`src/sudoku_pkg.sv`:
```
`default_nettype none

package sudoku_pkg;

    localparam int CELLS = 81; // also the end-of-load address
    localparam int SIDE  = 9;  // row length and highest digit
    localparam int BOX   = 3;

    // 0..80 are cells, 81 marks the end
    typedef logic [6:0] cell_idx_t;

    typedef logic [3:0] digit_t; // 0 is blank

    typedef logic [6:0] list_ptr_t;

    // cell 0 sits in the low nibble
    typedef digit_t [CELLS-1:0] board_t;

    typedef enum logic [2:0] {
        ST_LOAD,
        ST_STEP,
        ST_CHECK,
        ST_SOLVED,
        ST_FAILED
    } engine_state_e;

    // codes seen by the host
    typedef enum logic [1:0] {
        STATUS_BUSY   = 2'd0,
        STATUS_FAILED = 2'd1,
        STATUS_SOLVED = 2'd2
    } status_e;

endpackage

`default_nettype wire

```
`src/empty_cell_list.sv`:
```
`default_nettype none

module empty_cell_list (
    input  wire                        clk,
    input  wire                        in_hps_rst,
    input  wire                        i_append,
    input  wire sudoku_pkg::cell_idx_t i_append_idx,
    input  wire sudoku_pkg::list_ptr_t i_cursor,
    output sudoku_pkg::cell_idx_t      o_entry,
    output sudoku_pkg::list_ptr_t      o_count
);
    import sudoku_pkg::*;

    cell_idx_t slot_q [CELLS];
    list_ptr_t count_q;
    logic      push;
    logic      cursor_ok;

    assign push      = i_append && (count_q < CELLS);
    assign cursor_ok = (i_cursor < count_q);

    always_ff @(posedge clk) begin
        if (in_hps_rst) begin
            count_q <= '0;
        end else if (push) begin
            count_q <= count_q + list_ptr_t'(1);
        end
    end

    // blank positions in load order
    always_ff @(posedge clk) begin
        if (push) begin
            slot_q[count_q] <= i_append_idx;
        end
    end

    // unfilled slots read back as the end marker
    assign o_entry = cursor_ok ? slot_q[i_cursor] : cell_idx_t'(CELLS);
    assign o_count = count_q;

endmodule

`default_nettype wire

```
`config.mk`:
```
export PLATFORM = sky130hd
export DESIGN_NAME = empty_cell_list
export DESIGN_NICKNAME = d
export VERILOG_FILES = /design/src/sudoku_pkg.sv /design/src/empty_cell_list.sv
export SDC_FILE = /design/constraint.sdc
export NUM_CORES = 1
export LEC_CHECK = 0
export BUFFER_PORTS_ARGS = -buffer_cell sky130_fd_sc_hd__buf_2
export CORE_ASPECT_RATIO = 1.75
export CORE_MARGIN = 2
export CORE_UTILIZATION = 35
export CTS_CLUSTER_DIAMETER = 80
export CTS_CLUSTER_SIZE = 14
export DETAILED_ROUTE_END_ITERATION = 10
export GPL_TIMING_DRIVEN = 0
export PLACE_DENSITY_LB_ADDON = 0.3
export SYNTH_ARGS = -nofsm -noshare
export SYNTH_HDL_FRONTEND = slang
export SYNTH_SLANG_ARGS = --single-unit
```
`constraint.sdc`:
```
create_clock -name clk -period 4.87 [get_ports clk]
set_input_delay 0.2435 -clock clk [delete_from_list [all_inputs] [get_ports clk]]
set_output_delay 0.2435 -clock clk [all_outputs]
set_load 0.01 [all_outputs]
```
## Yosys cells after proc, flatten, opt, wreduce, memory -nomap -nowiden

Memories as Yosys holds them, arrays and structs flattened.
Index checks and enable logic that the tools add are counted.

| word-level totals | value |
|---|---|
| register bits | 7 |
| memory bits (writable) | 567 |
| output and inout bits | 14 |
| word-level logic and storage cells | 9 |
| memories | 1 |

Memory list:

| name | words | width | rd ports | clocked after memory_dff | write ports | line | RTL |
|---|---|---|---|---|---|---|---|
| slot_q | 81 | 7 | 1 | 0 | 1 | empty_cell_list.sv:14 | `cell_idx_t slot_q [CELLS];` |

| cells by class | value |
|---|---|
| $add $sub $neg | 1 |
| $lt $le $gt $ge | 2 |
| multiplexer cells | 3 |
| reductions and logical operators | 1 |

Operator list:

| operator | number |
|---|---|
| 7-bit by 1-bit adder with 7-bit output, second input constant | 1 |
| 7-bit < comparator | 1 |
| 7-bit < comparator, second input constant | 1 |
| 7-bit two-way mux | 1 |
| 1-bit two-way mux | 2 |
| 1-bit logical AND | 1 |

## Longest topological paths before layout

| depth | value |
|---|---|
| depth after elaboration | 4 |
| mapped depth | 10 |

## Least setup slack after synthesis

No wires, ideal clock.

| timing | value |
|---|---|
| path type | register to register |
| from | reg count_q[1] (netlist: o_count[1]) |
| to | mem slot_q[60][0] (netlist name), enable pin |
| setup time | 0.360 ns |
| arrival time | 2.096 ns |
| required time | 4.510 ns |
| slack | 2.414 ns |
| cell stages (with the launch flop) | 8 |
| path buffers | 1 |
| period minus slack after synthesis | 2.456 ns |
| cells stage by stage | dfxtp_1 -> clkbuf_1 -> o41a_1 -> o21ai_0 -> nand2_1 -> nor2_1 -> nand3_1 -> nor2_1 |

| between the ends | value |
|---|---|
| longest elaborated chain between the ends | 4 |

RTL lines:

| element | line | RTL |
|---|---|---|
| from (decl) | empty_cell_list.sv:15 | `list_ptr_t count_q;` |
| from (signal assigned) | empty_cell_list.sv:26 | `count_q <= count_q + list_ptr_t'(1);` |
| 7-bit < comparator | empty_cell_list.sv:19 | `assign push = i_append && (count_q < CELLS);` |
| 1-bit logical AND | empty_cell_list.sv:19 |  |
| 1-bit two-way mux | empty_cell_list.sv:32 | `if (push) begin` |
| 1-bit two-way mux (not written as such) | empty_cell_list.sv:33 | `slot_q[count_q] <= i_append_idx;` |
| to (decl) | empty_cell_list.sv:14 |  |

Parallel ways exist; a longest one is shown, timed or not.

## Worst setup path in the final report

| timing | value |
|---|---|
| from | in i_cursor[2] |
| to | out o_entry[3] |

| between the ends | value |
|---|---|
| longest elaborated chain between the ends | 2 |
| elaborated cells on any way between the ends | 3 |

RTL lines:

| element | line | RTL |
|---|---|---|
| from (decl) | empty_cell_list.sv:8 | `input wire sudoku_pkg::list_ptr_t i_cursor,` |
| memory 81 x 7 bit / 7-bit < comparator (equally long branches) | n/a |  |
| 7-bit two-way mux * | empty_cell_list.sv:38 | `assign o_entry = cursor_ok ? slot_q[i_cursor] : cell_idx_t'(CELLS);` |
| to (decl) | empty_cell_list.sv:9 | `output sudoku_pkg::cell_idx_t o_entry,` |

Mark *: on every way between the ends. The rest lies on a longest branch, timed or not.

==> metrics.cfg <==
[status]
status=finished, final reports clean

[floorplanning]
fp.dieH_um=340
start_util_pct=35.3
row_count=123
ios=31
die_x_um=196
core_area_sq_um=64000
die-area_sq_um=66700

[logic_synthesis]
ys_seq_area_share_pct=75.9
ys_async_sr_fraction_pct=0
ys_ff_latch=574
syn-instance-count=1075
yosysUniqueCellTypes=44
ys.flop_type=edfxtp_1
synth_compound_area_share_pct=1.75
synth-edff-count=567
yosys.area_share.adder_pct=0.387
syn_area_sq_um=22600
synth_area_leaders=edfxtp_1, mux4_2, nor2_1, mux2i_1, mux4_1
syn_area_per_cell_sq_um=21.0
synth_top_family_by_area=multiplexers
synthMuxAreaShare_pct=16.5
synthSimpleGateAreaFrac_pct=3.86
synthXorXnorAreaFrac_pct=0.0775
synth.top_cell.area_share_pct=75.3
synth_nets=1099
synth_area_leader_cell=edfxtp_1
yosys_warnings=0

[sta]
final-setup-viol-count=0
rsz0062_at_grt=false
setup_tns_ns=0
worst_pin_slew_ns=1.08
finalHoldViolCount=0
min_period_over_period_pct=85.8
finalClockSkew_ns=0.0104
post-route-min-period_ns=4.18
max-slew-margin-rel_pct=28.0
fin_ws_ns=0.691
max_clock_freq_mhz=239
drv_slew=0

[setup_path]
crit_buf_inv=6
worstPathRequired_ns=4.63
path_common_cell=buf_2
startpoint_type=input pin
cpMaxStageDelayCell=buf_1
critPathKind=in -> out
cp.arrival_ns=3.94
endpoint_kind=output port
cp_top_family=buffers and inverters
r2r_slack_ns=1.07
path_cells=buf_2 > buf_2 > buf_2 > buf_1 > clkbuf_1 > nand2_1 > o221ai_1 > a21oi_1 > nor3_1 > buf_2
cpPeakStageDelay_ns=0.69
critPathMaxFanout=10

[drt]
drt-vias-per-instance=5.50
drt_first_pass_iters=7
top_layer_used=met4
wl_met3_um=2540
wl_per_cell_um=29.7
wl_met2_um=33600
vias=10916
drtIter0Drc=962
route.antenna.remaining_nets=0
routed_wl_um=59000
post-route-drc-count=0
drt-met1-wl_um=20000

[grt]
overflow=0
grt_max_degree=82
grt_pass1_vias=11606
grt_usage_pct=18.0
antenna_found_initial=2
grt_pass1_wl_um=84400

[clocking]
cts_resized=0
cts.htree.levels=2
path_clk_slew_ns=0.07
cts_hold_buf=1
cts_setup_buffers=0
cts_tree=built
clock-sinks=574
clock_latency_ns=0.57
numCtsBuffers=46
root_buffer=clkbuf_16
cts_buffer_depth=3

[cells_and_area]
area_delta_synth_final_pct=11.0
fillers=5728
nets=1177
drive_gt1_share_pct=22.6
fin_util_pct=39.2

[min_path]
min_path_type=in -> reg

[run]
drv_cap=0

[placed_design]
place.gp.congestion=0.862
io_buffers=29
pre_cts_ws_ns=0.704
dp.final_hpwl_um=40000

[power]
vdd_drop_max_uv=275
p_per_area_nw_per_um2=376
power_leakage_nw=7.68

-- flip-flops by register name (all words and copies together) (netlist names) --
| signal | flops |
|---|---|
| slot_q | 567 |
| o_count | 7 |
-- synth_stat cells (2+ instances only) --
library cell    n
a22o_1          2
a2111oi_0       4
ha_1            7
inv_1           9
mux2i_1        20
xnor2_1         2
nor3_1         11
o22ai_1         3
nand2_1        33
a211oi_1        4
o31ai_1         4
a21o_1          5
a22oi_1         4
buf_4           4
buf_6           5
nor3b_1         2
mux4_2        150
o221ai_1        4
nor2_1         97
nor2b_1        18
a21oi_1         9
mux4_1          6
nand3_1        25
buf_1           2
nand2b_1        4
edfxtp_1      567
o21ai_0         7
a311o_1         2
dfxtp_1         7
clkbuf_1       18
buf_2          25
nand3b_1        3
-- path summary, 6_finish.rpt --
| kind | end | cells past startpoint | startpoint |
|---|---|---|---|
| worst max-delay path | o_entry[3] | 10 | i_cursor[2] |
| worst min-delay path | o_count[0] | 3 | i_append |
| worst max register to register | slot_q[74][0] | 7 | o_count[1] |
| worst min register to register | o_count[0] | 2 | o_count[0] |
-- cell type report --
| cell class | instances | area, sq um | area share [%] |
|---|---|---|---|
| antenna | 2 | 5.00 | 0.0199 |
| buffer | 55 | 294 | 1.17 |
| clock buffer | 67 | 1290 | 5.15 |
| inverter | 9 | 33.8 | 0.135 |
| multi-input combinational | 437 | 5120 | 20.4 |
| sequential | 574 | 17200 | 68.4 |
| tap | 812 | 1020 | 4.05 |
| timing repair buffer | 30 | 173 | 0.688 |
-- layer usage --
layer  vias up  GRT usage (%)
met4         0           8.46
met3       100           2.13
li1       4590              -
met2       362           35.0
met5         -              0
met1      5864           19.2
-- kinds of logic after synthesis --
| logic type | count (synthesis) |
|---|---|
| muxes | 176 |
| buffers and inverters | 64 |
| DFF | 574 |
| and+or+nand+nor | 197 |
| AOI/OAI and AO/OA | 55 |
| xor gates and xnor gates | 2 |
| adders and majority gates | 7 |
-- per-stage QoR --
| step | std cells | total power, mW | hold slack [ns] | instance area [sq um] |
|---|---|---|---|---|
| final | 1986 | 9.44 | 0.0389 | 25100 |
| after detailed placement | 1916 | 6.08 | 0.526 | 23800 |
| after CTS | 1984 | 9.50 | 0.00946 | 25100 |
| after global routing | 1984 | 9.69 | 0.0590 | 25100 |
| after global placement | 1916 | 6.07 | 0.518 | 23800 |
| after floorplan | 1075 | 5.83 | 0.313 | 22600 |
-- tightest hold or removal path: stages --
cell and delay (ns):
buf_2 0.14, a21oi_1 0.13, nor3_1 0.05
-- power breakdown --
group | leakage (nW) | internal (mW) | switching (mW)
Combinational | 1.90 | 0.186 | 0.341
Sequential | 5.16 | 5.44 | 0.00419
Clock | 0.625 | 1.82 | 1.65
-- cell usage in the layout, fill, tap and decap left out, drive strengths merged, types with 5 or more instances in the layout --
master  instances
dfxtp           7
nor2           97
nor2b          18
a21oi           9
o21ai           8
inv             9
nand2          33
mux2i          20
nor3           11
buf            65
a21o            5
clkbuf         86
mux4          156
nand3          25
edfxtp        567
ha              7
(Power assumes the default switching activity.)
