File: config.mk
export PLATFORM = sky130hd
export DESIGN_NAME = backtrack_engine
export DESIGN_NICKNAME = d
export VERILOG_FILES = /design/src/sudoku_pkg.sv /design/src/backtrack_engine.sv
export SDC_FILE = /design/constraint.sdc
export NUM_CORES = 1
export LEC_CHECK = 0
export ABC_AREA = 1
export BUFFER_PORTS_ARGS = -buffer_cell sky130_fd_sc_hd__buf_4
export CORE_MARGIN = 3
export CORE_UTILIZATION = 43
export CTS_CLUSTER_DIAMETER = 80
export DETAILED_ROUTE_END_ITERATION = 8
export MAX_ROUTING_LAYER = met4
export PLACE_DENSITY = 0.8
export SETUP_SLACK_MARGIN = 0.05
export SYNTH_ARGS = -nofsm -noshare
export SYNTH_HDL_FRONTEND = slang
export SYNTH_SLANG_ARGS = --single-unit
File: constraint.sdc
create_clock -name clk -period 1.5 [get_ports clk]
set_input_delay 0.075 -clock clk [delete_from_list [all_inputs] [get_ports clk]]
set_output_delay 0.075 -clock clk [all_outputs]
set_load 0.02 [all_outputs]
File: src/sudoku_pkg.sv
`default_nettype none

package sudoku_pkg;

    localparam int CELLS = 81; // also the end-of-load address
    localparam int SIDE  = 9;  // row length and highest digit
    localparam int BOX   = 3;

    // 0..80 are cells, 81 marks the end
    typedef logic [6:0] cell_idx_t;

    typedef logic [3:0] digit_t; // 0 is blank

    typedef logic [6:0] list_ptr_t;

    // cell 0 sits in the low nibble
    typedef digit_t [CELLS-1:0] board_t;

    typedef enum logic [2:0] {
        ST_LOAD,
        ST_STEP,
        ST_CHECK,
        ST_SOLVED,
        ST_FAILED
    } engine_state_e;

    // codes seen by the host
    typedef enum logic [1:0] {
        STATUS_BUSY   = 2'd0,
        STATUS_FAILED = 2'd1,
        STATUS_SOLVED = 2'd2
    } status_e;

endpackage

`default_nettype wire

File: src/backtrack_engine.sv
`default_nettype none

module backtrack_engine (
    input  wire                        clk,
    input  wire                        in_hps_rst,
    input  wire                        i_load_valid,
    input  wire sudoku_pkg::cell_idx_t i_load_addr,
    input  wire sudoku_pkg::digit_t    i_load_value,
    input  wire sudoku_pkg::list_ptr_t i_count,
    input  wire sudoku_pkg::cell_idx_t i_entry,
    input  wire sudoku_pkg::digit_t    i_probe_value,
    input  wire                        i_conflict,
    output logic                       o_append,
    output sudoku_pkg::list_ptr_t      o_cursor,
    output sudoku_pkg::cell_idx_t      o_probe_idx,
    output logic                       o_wr_en,
    output sudoku_pkg::cell_idx_t      o_wr_idx,
    output sudoku_pkg::digit_t         o_wr_value,
    output logic                       o_export_en,
    output sudoku_pkg::status_e        o_status
);
    import sudoku_pkg::*;

    engine_state_e state_q;
    engine_state_e state_d;
    list_ptr_t     cursor_q;
    list_ptr_t     cursor_d;
    logic          load_cell;
    logic          load_end;
    logic          digit_full;
    logic          last_entry;

    assign load_cell  = (state_q == ST_LOAD) && i_load_valid && (i_load_addr < CELLS);
    assign load_end   = (state_q == ST_LOAD) && i_load_valid && (i_load_addr == CELLS);
    assign digit_full = (i_probe_value >= digit_t'(SIDE)); // all digits tried
    assign last_entry = (cursor_q == i_count - list_ptr_t'(1));

    assign o_append    = load_cell && (i_load_value == '0);
    assign o_cursor    = cursor_q;
    assign o_probe_idx = i_entry; // the cell under trial
    assign o_export_en = (state_q == ST_SOLVED);

    // host load writes and search writes share one port
    always_comb begin
        o_wr_en    = 1'b0;
        o_wr_idx   = i_load_addr;
        o_wr_value = i_load_value;
        if (load_cell) begin
            o_wr_en = 1'b1;
        end else if (state_q == ST_STEP) begin
            o_wr_en  = 1'b1;
            o_wr_idx = i_entry;
            if (digit_full) begin
                o_wr_value = '0; // clear before stepping back
            end else begin
                o_wr_value = i_probe_value + digit_t'(1);
            end
        end
    end

    always_comb begin
        state_d  = state_q;
        cursor_d = cursor_q;
        case (state_q)
            ST_LOAD: begin
                if (load_end) begin
                    if (i_count == '0) begin
                        state_d = ST_SOLVED; // nothing to fill
                    end else begin
                        state_d = ST_STEP;
                    end
                end
            end
            ST_STEP: begin
                if (!digit_full) begin
                    state_d = ST_CHECK;
                end else if (cursor_q == '0) begin
                    state_d = ST_FAILED;
                end else begin
                    cursor_d = cursor_q - list_ptr_t'(1);
                end
            end
            ST_CHECK: begin
                // the written digit is visible on the board now
                if (i_conflict) begin
                    state_d = ST_STEP;
                end else if (last_entry) begin
                    state_d = ST_SOLVED;
                end else begin
                    cursor_d = cursor_q + list_ptr_t'(1);
                    state_d  = ST_STEP;
                end
            end
            default: begin
                state_d = state_q; // solved and failed hold until reset
            end
        endcase
    end

    always_ff @(posedge clk) begin
        if (in_hps_rst) begin
            state_q  <= ST_LOAD;
            cursor_q <= '0;
        end else begin
            state_q  <= state_d;
            cursor_q <= cursor_d;
        end
    end

    always_comb begin
        case (state_q)
            ST_SOLVED: o_status = STATUS_SOLVED;
            ST_FAILED: o_status = STATUS_FAILED;
            default:   o_status = STATUS_BUSY;
        endcase
    end

endmodule

`default_nettype wire

Word level (Yosys, flattened, before mapping)
Cells that the tools add are included.
{ "totals": {"elab_cells": 52, "regBits": 10, "output_inout_bits": 30, "inputBits": 33} }
{ "classes": {"eq_ne": 12, "addsub": 4, "n_reduce_logical": 12, "order_cmp": 2, "mux": 20} }
{ "op_table": {"columns": ["cell", "n"], "rows": [
  ["$mux 7", 6],
  ["$logic_not 7->1", 2],
  ["$pmux 7 s2", 1],
  ["$sub 7x1->7 const B", 2],
  ["$mux 4", 3],
  ["$ne 2x2->1 const B", 5],
  ["$mux 3", 3],
  ["$pmux 3 s3", 1],
  ["$add 7x1->7 const B", 1],
  ["$eq 7x7->1", 1],
  ["$eq 7x7->1 const B", 1],
  ["$lt 7x7->1 const B", 1],
  ["$eq 3x2->1 const B", 2],
  ["$mux 2", 3],
  ["$reduce_and 5->1", 1],
  ["$add 4x1->4 const B", 1],
  ["$ge 4x4->1 const B", 1],
  ["$logic_and 1x1->1", 4],
  ["$logic_not 4->1", 1],
  ["$pmux 2 s2", 1],
  ["$eq 3x1->1 const B", 1],
  ["$eq 3x3->1 const B", 1],
  ["$logic_not 3->1", 1],
  ["$ne 3x2->1 const B", 1],
  ["other kinds (4)", 5]
]} }

Longest topological paths before layout
{ "depth": {"word_depth": 5, "depth_mapped": 14} }

Least setup slack after synthesis
OpenSTA, ideal clock, no wires.
{ "synth_path": {"kind": "reg-to-reg", "start": "reg state_q[0]", "end": "reg cursor_q[5] (netlist: o_cursor[5])", "path_stages_with_launch": 11, "synth_period_minus_slack_ps": 1651, "slack_ps": -151, "n_path_buf": 0, "arrival_ps": 1539, "setup_time_ps": 112, "path_cell_list": "dfxtp_1 inv_2 nand3_4 ha_1 a21o_1 nand2_1 nand3_1 xnor2_1 nand3_1 nand2_1 nor2_1"} }
{ "synth_via": {"elab_chain_len": 3} }
{ "synth_lines": {"columns": ["item", "line", "text"], "rows": [
  ["from (decl)", "backtrack_engine.sv:24", "engine_state_e state_q;"],
  ["from (signal assigned)", "backtrack_engine.sv:105", "state_q <= state_d;"],
  ["$eq 3x1->1 or $eq 3x2->1 (tied branches)", "backtrack_engine.sv:64", "case (state_q)"],
  ["$ne 2x2->1 (no line) or $reduce_bool 2->1 (tied branches)", null, null],
  ["$reduce_and 5->1 (no line)", null, null],
  ["to (signal assigned)", "backtrack_engine.sv:106", "cursor_q <= cursor_d;"],
  ["to (decl)", "backtrack_engine.sv:26", "list_ptr_t cursor_q;"]
]} }
Parallel ways exist; a longest one is shown, timed or not.
A chain may end at the register's enable or synchronous reset.

Worst setup path after layout
{ "layout_path": {"start": "reg state_q[1]", "end": "out o_wr_value[1]"} }
{ "layout_via": {"elab_chain_len": 4} }
{ "layout_lines": {"columns": ["item", "line", "text"], "rows": [
  ["$logic_not 3->1", "backtrack_engine.sv:33", "assign load_cell = (state_q == ST_LOAD) && i_load_valid && (i_load_addr < CELLS);"],
  ["$logic_and 1x1->1 (2 in series)", "backtrack_engine.sv:33", null],
  ["$mux 4 (*)", "backtrack_engine.sv:48", "if (load_cell) begin"],
  ["to (decl)", "backtrack_engine.sv:18", "output sudoku_pkg::digit_t o_wr_value,"]
]} }
Every way passes the cells marked *; elsewhere a longest branch is shown, timed or not.

==> qor.csv <==
stage,metric,value,unit
outcome,status,finished with violations,
outcome,failing checks,setup timing,
timing,Worst Tran Pin Value,0.2928,ns
route,First-pass DRT Iterations,4,
pwr,P per Cell Area,2271,nW/um^2
placed_design,IO buf count,62,
cells_and_area,"most common cell after layout, fill and taps aside",buf_4,
synth,Yosys reg bits,10,
route,DR iter-0 viols,129,
timing,final worst slack,-0.2450,ns
global_routing,largest net degree at the start of global routing,14,
worst_setup_path,Worst Path Required,1.42,ns
timing,Final Setup Violations,19,
clock_tree,CTS Root Cell,clkbuf_4,
clock_tree,CTS tree,yes,
timing,Fin Hold WS,0.1881,ns
clock_tree,"Reg clk slew, reported paths",0.07,ns
pwr,Final Total Pwr,5.715,mW
cells_and_area,Ant. Diodes,0,
cells_and_area,proportion of layout cells with a drive suffix above 1,50.00,%
floorplan,chip height,62.76,um
global_routing,initial antenna violation count,0,
job,maxcap violations,0,
placed_design,RD Place Congestion,0.8132,
timing,Slew Limit Fails,0,
synth,synth unique cells,30,
worst_setup_path,Critical Path Fanout Max,4,
floorplan,IO Count,63,
clock_tree,Clock Path Buffers,2,
timing,Slew headroom,80.34,%
worst_setup_path,r2r startpoint,state_q[2],
global_routing,Total GRT Usage,24.24,%
hold_path,WHS Path Cells,4,
global_routing,remaining global-route overflow,0,
synth,cells after synthesis,234,
global_routing,vias in the first global route,1752,
cells_and_area,fin nets,381,
route,# DRC,0,
floorplan,Core ar.,2900,sq um
floorplan,num rows,19,
placed_design,HPWL Detailed,3422,um
synth,post-synthesis sequential area ratio,14.45,%
global_routing,first-pass GRT wire length,7665,um
route,drt total wl,5775,um
worst_setup_path,crit path launch type,register,
timing,Max Clock Freq,573.1,MHz
route,Antenna Nets Post-Route,0,
hold_path,hold crit path type,primary input to register,
cells_and_area,P&R area growth vs syn,81.66,%
cells_and_area,Final Util,86.76,%
pwr,LEAKAGE,1.304,nW
worst_setup_path,R2R cell count,10,
timing,clk_skew,0.001095,ns
worst_setup_path,Crit Path Category,register to output pin,
worst_setup_path,Setup crit start,state_q[1],
clock_tree,clock sink count,10,
clock_tree,H-Tree Depth,1,
timing,final hold viol count,0,
hold_path,hold wc startpoint,i_conflict,
synth,Synth Warn #,0,
timing,RSZ-0062 raised after global routing,yes,
synth,synthesized area per cell,5.919,sq um
worst_setup_path,Crit. End Element,output pin,
route,total number of vias,1954,
clock_tree,CTS buffer count,3,
synth,syn_nets,278,
pwr,maximum VDD drop,0.001754,V
route,post-DR vias/cell,5.169,
worst_setup_path,CP Data Arrival Time,1.67,ns
timing,period utilisation layout,116.3,%
timing,Tmin final,1.745,ns
synth,cell area after synthesis,1385,sq um
clock_tree,later-pin clock latency in the skew report,0.27,ns
route,drt wl/cell,15.28,um
cells_and_area,"commonest non-fill, non-tap cells in the layout","buf_4, nand2_1, inv_1, nor2_1, buf_6",
floorplan,Die ar.,3938,sq um
floorplan,die width,62.76,um
floorplan,initial core utilization,47.76,%
==> where the power goes <==
group          switching, mW  internal (mW)
clock network         0.0971          0.148
logic                   2.52           2.35
registers              0.185          0.413
total                   2.81           2.91
==> stage by stage <==
stage / instances / setup TNS [ns] / setup WS (ns) / area, sq um
floorplan: 234 / -0.1565 / -0.06864 / 1446
global placement: 356 / -0.4991 / -0.07667 / 2116
detailed placement: 356 / -0.7970 / -0.1439 / 2116
CTS: 372 / -1.628 / -0.1579 / 2332
global route: 378 / -4.856 / -0.2986 / 2516
finish: 378 / -3.492 / -0.2450 / 2516
==> sequential cells by signal, summed over array words and instances (netlist names) <==
signal,cells
o_cursor,7
state_q,3
==> cell families (layout without fill, tap and decap cells) <==
| kind of cell | after synthesis | in the layout | synth area share, % |
|---|---|---|---|
| flip-flops | 10 | 10 | 14.45 |
| buffers and inverters | 42 | 144 | 13.28 |
| AND/OR/NAND/NOR | 134 | 134 | 42.91 |
| XOR/XNOR | 12 | 12 | 7.588 |
| AO/OA/AOI/OAI | 25 | 25 | 11.29 |
| adder cells (fa/ha/maj) | 11 | 11 | 10.48 |
==> repair_timing <==
item                       CTS  global route
setup endpoints to repair   21            23
pin swaps                   19            20
buffers inserted            11             7
resized for setup           23            48
gates cloned                 0             0
hold buffers                 1             0
hold endpoints to repair     2             0
==> worst max-delay path: stages (launching register included) <==
cell     delay (ns)
dfxtp_2        0.34
buf_6          0.12
nor2_4         0.07
inv_2          0.05
nor2_4         0.14
inv_4          0.07
a21oi_4        0.17
buf_4          0.13
nand2_1        0.05
o21ai_1        0.09
buf_4          0.16
==> path summary, 6_finish.rpt <==
check                                     end  slack (ns)
worst max-delay path            o_wr_value[1]       -0.25
worst min-delay path               state_q[1]        0.19
worst max register to register    o_cursor[4]       -0.23
worst min register to register    o_cursor[4]        0.51
==> Yosys cell counts (all sizes together) <==
cell type   n  area share [%]
nor4        1            0.45
clkbuf      1            0.27
nor2       33             9.7
nand3      19             8.1
o21a        1            0.54
inv        34             9.2
o21ai      11             4.0
nor3        5             1.8
nand2      69              19
or2         1            0.63
fa          1             1.4
nand3b      3             1.6
a21o        1            0.54
dfxtp      10              14
o22ai       2            0.90
a31oi       1            0.45
ha         10             9.0
nand4       3             1.4
xor2        6             3.8
buf         7             3.8
a21oi       9             4.9
xnor2       6             3.8
==> per-layer routing <==
metal / routed length [um] / vias to the layer above / track usage (%)
met5: 0 / - / -
met4: 206 / 0 / 8.540
met3: 364 / 21 / 4.137
met2: 3080 / 95 / 43.94
met1: 2123 / 898 / 26.49
li1: - / 940 / -
==> layout make-up <==
type	count	area, sq um
Clock buffer	4	36.28
Fill cell	174	384.1
Multi-Input combinational cell	182	1196
Tap cell	42	52.55
Inverter	34	135.1
Timing Repair Buffer	106	889.6
Sequential cell	10	206.4
Note: power is estimated with default switching activity, not from simulation.
